### src/hdl/twdl_regs_pkg.sv
`default_nettype none

package twdl_regs_pkg;

	typedef logic [3:0] addr_t;
	// numerator or denominator field
	typedef logic [11:0] ratio_t;
	// radix factor field
	typedef logic [2:0] factor_t;

	// word addresses
	localparam addr_t addr_cfg_frac = 4'h0;
	localparam addr_t addr_cfg_mode = 4'h4;
	localparam addr_t addr_status = 4'h8;
	// denominator position inside cfg_frac
	localparam int den_lsb = 16;

	// values after reset, gives W = 1
	localparam ratio_t rst_numerator = 12'd0;
	localparam ratio_t rst_denominator = 12'd1;
	localparam factor_t rst_factor = 3'd5;

	// special encodings
	localparam ratio_t denom_bypass = 12'd3;
	localparam factor_t factor_radix2 = 3'd2;

endpackage

`default_nettype wire

### src/hdl/twdl_apb_regs.sv
`default_nettype none

module twdl_apb_regs (
	input wire clk,
	input wire rst_n,
	input wire psel,
	input wire penable,
	input wire pwrite,
	input wire [3:0] paddr,
	input wire [31:0] pwdata,
	output logic [31:0] prdata,
	output logic pready,
	output logic pslverr,
	input wire overflow_set,
	input wire coef_ready,
	output twdl_regs_pkg::ratio_t numerator,
	output twdl_regs_pkg::ratio_t denominator,
	output twdl_regs_pkg::factor_t factor,
	output logic restart
);

	localparam int ratio_w = $bits(twdl_regs_pkg::ratio_t);
	localparam int factor_w = $bits(twdl_regs_pkg::factor_t);

	logic access;
	logic wr_en;
	logic rd_en;
	logic hit_frac;
	logic hit_mode;
	logic hit_status;
	logic overflow;

	// access phase only, no wait states
	assign access = psel & penable;
	assign wr_en = access & pwrite;
	assign rd_en = access & ~pwrite;

	assign hit_frac = (paddr == twdl_regs_pkg::addr_cfg_frac);
	assign hit_mode = (paddr == twdl_regs_pkg::addr_cfg_mode);
	assign hit_status = (paddr == twdl_regs_pkg::addr_status);

	assign pready = 1'b1;
	// unmapped address
	assign pslverr = access & ~(hit_frac | hit_mode | hit_status);

	always_ff @(posedge clk) begin
		if (!rst_n) begin
			numerator <= twdl_regs_pkg::rst_numerator;
			denominator <= twdl_regs_pkg::rst_denominator;
			factor <= twdl_regs_pkg::rst_factor;
			// held high through reset so a generation starts on release
			restart <= 1'b1;
			overflow <= 1'b0;
		end else begin
			// new config and restart show up on the same edge
			restart <= wr_en & (hit_frac | hit_mode);
			if (wr_en && hit_frac) begin
				numerator <= pwdata[ratio_w-1:0];
				denominator <= pwdata[twdl_regs_pkg::den_lsb +: ratio_w];
			end
			if (wr_en && hit_mode) begin
				factor <= pwdata[factor_w-1:0];
			end
			// sticky, a new drop wins over the clearing read
			if (overflow_set) begin
				overflow <= 1'b1;
			end else if (rd_en && hit_status) begin
				overflow <= 1'b0;
			end
		end
	end

	// read mux
	always_comb begin
		prdata = '0;
		if (hit_frac) begin
			prdata[ratio_w-1:0] = numerator;
			prdata[twdl_regs_pkg::den_lsb +: ratio_w] = denominator;
		end else if (hit_mode) begin
			prdata[factor_w-1:0] = factor;
		end else if (hit_status) begin
			prdata[1:0] = {overflow, coef_ready};
		end
	end

endmodule

`default_nettype wire

### config.mk
export PLATFORM = sky130hd
export DESIGN_NAME = twdl_apb_regs
export DESIGN_NICKNAME = d
export VERILOG_FILES = /design/src/hdl/twdl_regs_pkg.sv /design/src/hdl/twdl_apb_regs.sv
export SDC_FILE = /design/constraint.sdc
export NUM_CORES = 1
export LEC_CHECK = 0
export ABC_AREA = 1
export BUFFER_PORTS_ARGS = -buffer_cell sky130_fd_sc_hd__buf_2
export CELL_PAD_IN_SITES_DETAIL_PLACEMENT = 1
export CELL_PAD_IN_SITES_GLOBAL_PLACEMENT = 2
export CORE_MARGIN = 3
export CORE_UTILIZATION = 19
export CTS_CLUSTER_DIAMETER = 40
export DETAILED_ROUTE_END_ITERATION = 10
export PLACE_DENSITY_LB_ADDON = 0.15
export RECOVER_POWER = 100
export SLEW_MARGIN = 20
export SYNTH_ARGS = -nofsm -noshare
export SYNTH_HDL_FRONTEND = slang
export SYNTH_SLANG_ARGS = --single-unit
export TNS_END_PERCENT = 10
### constraint.sdc
create_clock -name clk -period 1.1 [get_ports clk]
set_clock_uncertainty 0.1 [all_clocks]
set_input_delay 0.055 -clock clk [delete_from_list [all_inputs] [get_ports clk]]
set_output_delay 0.055 -clock clk [all_outputs]
set_load 0.03 [all_outputs]
Word level (Yosys, flattened, before mapping)
Cells that the tools add are included.
Storage, ports and cells
  register bits: 29
  word-level logic and storage cells: 29
  output and inout port bits: 62
  input bits: 43
Operators by class
  muxes and demuxes: 8
  equal/unequal tests: 2
  reduce and logical (&&, ||, !) cells: 5
  bitwise logic cells: 9
Operators by type and width (count)
  $mux 12: 1
  $mux 9: 1
  $and 1x1->1: 5
  $eq 4x3->1 const B: 1
  $eq 4x4->1 const B: 1
  $logic_not 4->1: 1
  $mux 2: 2
  $logic_and 1x1->1: 3
  $mux 1: 3
  $mux 3: 1
  $not 1->1: 2
  $or 1x1->1: 2
  $reduce_bool 2->1: 1

Depth between registers and ports, before layout
  word-level depth: 5
  mapped depth: 9
  depth with buffers taken out: 7

Least setup slack after synthesis
No wires, ideal clock.
  path kind: flip-flop to output port
  start point: register numerator[10]
  end point: output port prdata[10]
  data arrival time: 0.994 ns
  stages on the path, launching flop included: 3
  path buffers: 0
  data required time: 0.945 ns
  slack: -0.049 ns
  cells stage by stage: dfxtp_1 -> inv_1 -> nor2_1
Between the ends
  cells in the longest elaborated chain, start to end: 1
RTL lines
  start: declaration: line twdl_apb_regs.sv:16  | output twdl_regs_pkg::ratio_t numerator,
  start signal: assignment: line twdl_apb_regs.sv:48  | numerator <= twdl_regs_pkg::rst_numerator;
  start signal: assignment: line twdl_apb_regs.sv:58  | numerator <= pwdata[ratio_w-1:0];
  $mux 9: line twdl_apb_regs.sv:76  | if (hit_frac) begin
  end: declaration: line twdl_apb_regs.sv:11  | output logic [31:0] prdata,
Every way passes these cells.

Worst setup path after layout
  start point: input port paddr[0]
  end point: output port prdata[25]
Between the ends
  cells in the longest elaborated chain, start to end: 2
RTL lines
  start: declaration: line twdl_apb_regs.sv:9  | input wire [3:0] paddr,
  $logic_not 4->1: line twdl_apb_regs.sv:38  | assign hit_frac = (paddr == twdl_regs_pkg::addr_cfg_frac);
  $mux 12: line twdl_apb_regs.sv:76
Every way passes these cells.

==> reports/results.txt <==
Avg Inst Size Synth: 5.938 sq um
Final Cycle Share: 0.9725
Min cycle time layout: 1.070 ns
Final Max Tran Viols: 0
Fin area: 0.002686 sq mm
Met1 Wirelength: 2115 microns
FILL cells: 1,003
Max IR drop VDD: 0.3727 mV
Residual DRC: 0
Horiz. Die Dim: 96.15 microns
Die Span Y: 96.15 microns
CP Launch Point: paddr[0]
CP max FO: 7
Clock buffer depth: 2
R2r startpoint: numerator[2]
Vias: 1,804
TritonCTS clock tree: built
Leakage: 1.379 nW
Crit. End Element: primary output
Drt total wl: 5006 microns
RSZ-0062 raised after global routing: yes
FMAX: 0.9348 GHz
Drt pass-1 iters: 2
DP Area: 0.002155 sq mm
Gr usage total: 0.1088
Detail Route met2 WL: 2528 microns
Worst-path clk slew: 0.06 ns
Layout cells sized above 1: 0.4252
Status: finished with violations
Hold_ws: -0.0008196 ns
Clock latency on the worst-skew pair: 0.27 ns
DR iter-0 viols: 31
# setup viols final: 0
HPWL Detailed: 3620 microns
Initial antenna violation count: 0
Worst min path class: input port to flop
ANT cells: 0
Post-route ant nets: 0
Total core area: 0.007807 sq mm
Number of global-route vias before repair: 1,788
Hold path startpoint: pwdata[1]
I/O pins: 105
First-pass GRT wire length: 7886 microns
Fin. Hold Viols: 1
Failing checks: negative hold slack
Kind of critical path: input port to primary output
CTS buffer count: 5
Synth warn: 0
R2R setup slack: 0.41 ns
WP data arrival: 0.91 ns
Area Growth Syn to Fin: 73.99%
Cell at the root of the clock tree: clkbuf_8
Pwr Density: 870.4 mW/mm^2
Gr ovfl total: 0
Max H-tree Level: 2
Largest net degree at the start of global routing: 30
Nets: 424
Vias/cell: 3.735
DR top layer: met4
Input/output buffers: 87
Seq/Total Area, Yosys: 0.3760
Flops & latches, synth: 29
Routed WL per cell: 10.36 microns
Cell Area, Synth: 0.001544 sq mm
CTS sink count: 29
Startpoint Class: input port
Full die area: 0.009244 sq mm
Post-synthesis cell type count: 18
# rows: 32
Maxcap violations: 0
Starting density of the core: 0.1978
Worst Path Required: 0.94 ns
DR WL met3: 319 microns
Post-Syn Instances: 260
Final GP Congestion: 0.7276
-- registers in the layout (all words and copies together) (netlist names) --
name and cells:
denominator 12, restart 1, factor 3, overflow 1, numerator 12
-- report_power, final --
part | switching [mW] | internal [mW] | leakage (nW)
clock | 0.382 | 0.495 | 0.0443
combinational | 0.209 | 0.181 | 1.09
sequential | 0.00773 | 1.06 | 0.246
total | 0.598 | 1.74 | 1.38
-- area by class of cell --
cell class	count	area (sq um)	area share
Tap cell	102	127.6	0.04751
Multi-Input combinational cell	167	723.2	0.2692
Sequential cell	29	615.6	0.2292
Inverter	52	195.2	0.07266
Timing Repair Buffer	126	938.4	0.3493
Clock buffer	7	86.33	0.03214
-- worst max-delay path: stages --
cell and delay [ns]:
buf_2 0.11, nor2_4 0.16, nand2_4 0.07, buf_4 0.15, buf_12 0.14, nor2_2 0.09, buf_6 0.14
-- final timing paths --
check / depth (start not counted) / end
min reg2reg: 2 / overflow
max: 7 / prdata[25]
max reg2reg: 2 / numerator[2]
min: 5 / numerator[1]
-- per-stage QoR --
| stage | power (mW) | TNS [ns] | worst slack [ns] | utilization | std cells |
|---|---|---|---|---|---|
| 6_report | 2.338 | 0 | 0.03030 | 0.3441 | 483 |
| 5_1_grt | 2.492 | -0.2611 | -0.03916 | 0.3441 | 483 |
| 4_1_cts | 2.395 | -0.0003084 | -0.0003084 | 0.3304 | 482 |
| 3_5_place_dp | 1.402 | -0.7566 | -0.05286 | 0.2760 | 450 |
| 3_3_place_gp | 1.400 | -0.5839 | -0.03522 | 0.2760 | 450 |
| 2_1_floorplan | 1.287 | -0.9226 | -0.04885 | - | 267 |
-- layer usage --
layer  vias up  track usage
li1        956            -
met2        54       0.1909
met4         0      0.03555
met1       790       0.1260
met5         -            0
met3         4      0.03127
-- Yosys cell counts --
library cell / count / area (sq um)
nand3_1: 8 / 40.04
nor2_1: 75 / 281.5
o21ai_0: 2 / 10.01
nor2_2: 1 / 6.260
dfxtp_1: 29 / 580.6
buf_4: 9 / 67.56
conb_1: 2 / 7.510
clkbuf_1: 3 / 11.26
a21oi_1: 1 / 5.000
nor3_1: 1 / 5.000
buf_2: 1 / 5.000
nand2_2: 1 / 6.260
buf_1: 2 / 7.510
buf_6: 4 / 45.04
nand2_1: 67 / 251.5
inv_1: 52 / 195.2
nor2_4: 1 / 11.26
o31ai_1: 1 / 7.510
-- what timing repair did --
action | 4_1_cts | 5_1_grt
pin swaps | 0 | 15
hold buffers | 25 | 0
endpoints found under the setup margin | 24 | 25
resized for setup | 44 | 42
setup buffers | 0 | 1
endpoints found under the hold margin | 27 | 0
-- cells in the final DEF (no fill, tap or decap) --
master	netlist	routed
nand2_1	67	65
nor2_1	75	63
buf_2	1	63
inv_1	52	45
dfxtp_2	0	28
dlygate4sd3_1	0	25
buf_4	9	24
nor2_2	1	11
buf_6	4	10
conb_1	2	9
inv_2	0	7
nand3_1	8	6
clkbuf_8	0	6
buf_12	0	4
nor2_4	1	3
nand2_2	1	2
nand3_2	0	2
o21ai_0	2	2
nand2_4	0	1
nor3_2	0	1
o31ai_1	1	1
a21oi_1	1	1
clkbuf_1	3	1
dfxtp_1	29	1
-- logic make-up (layout without fill, tap and decap cells) --
group,Yosys count,in the layout,synth area share
AND/OR/NAND/NOR,154,154,0.3898
flip-flops,29,29,0.3760
buffers and inverters,71,185,0.2147
AO/OA/AOI/OAI,4,4,0.01459
other,2,9,0.004864
Note: power is estimated with default switching activity, not from simulation.
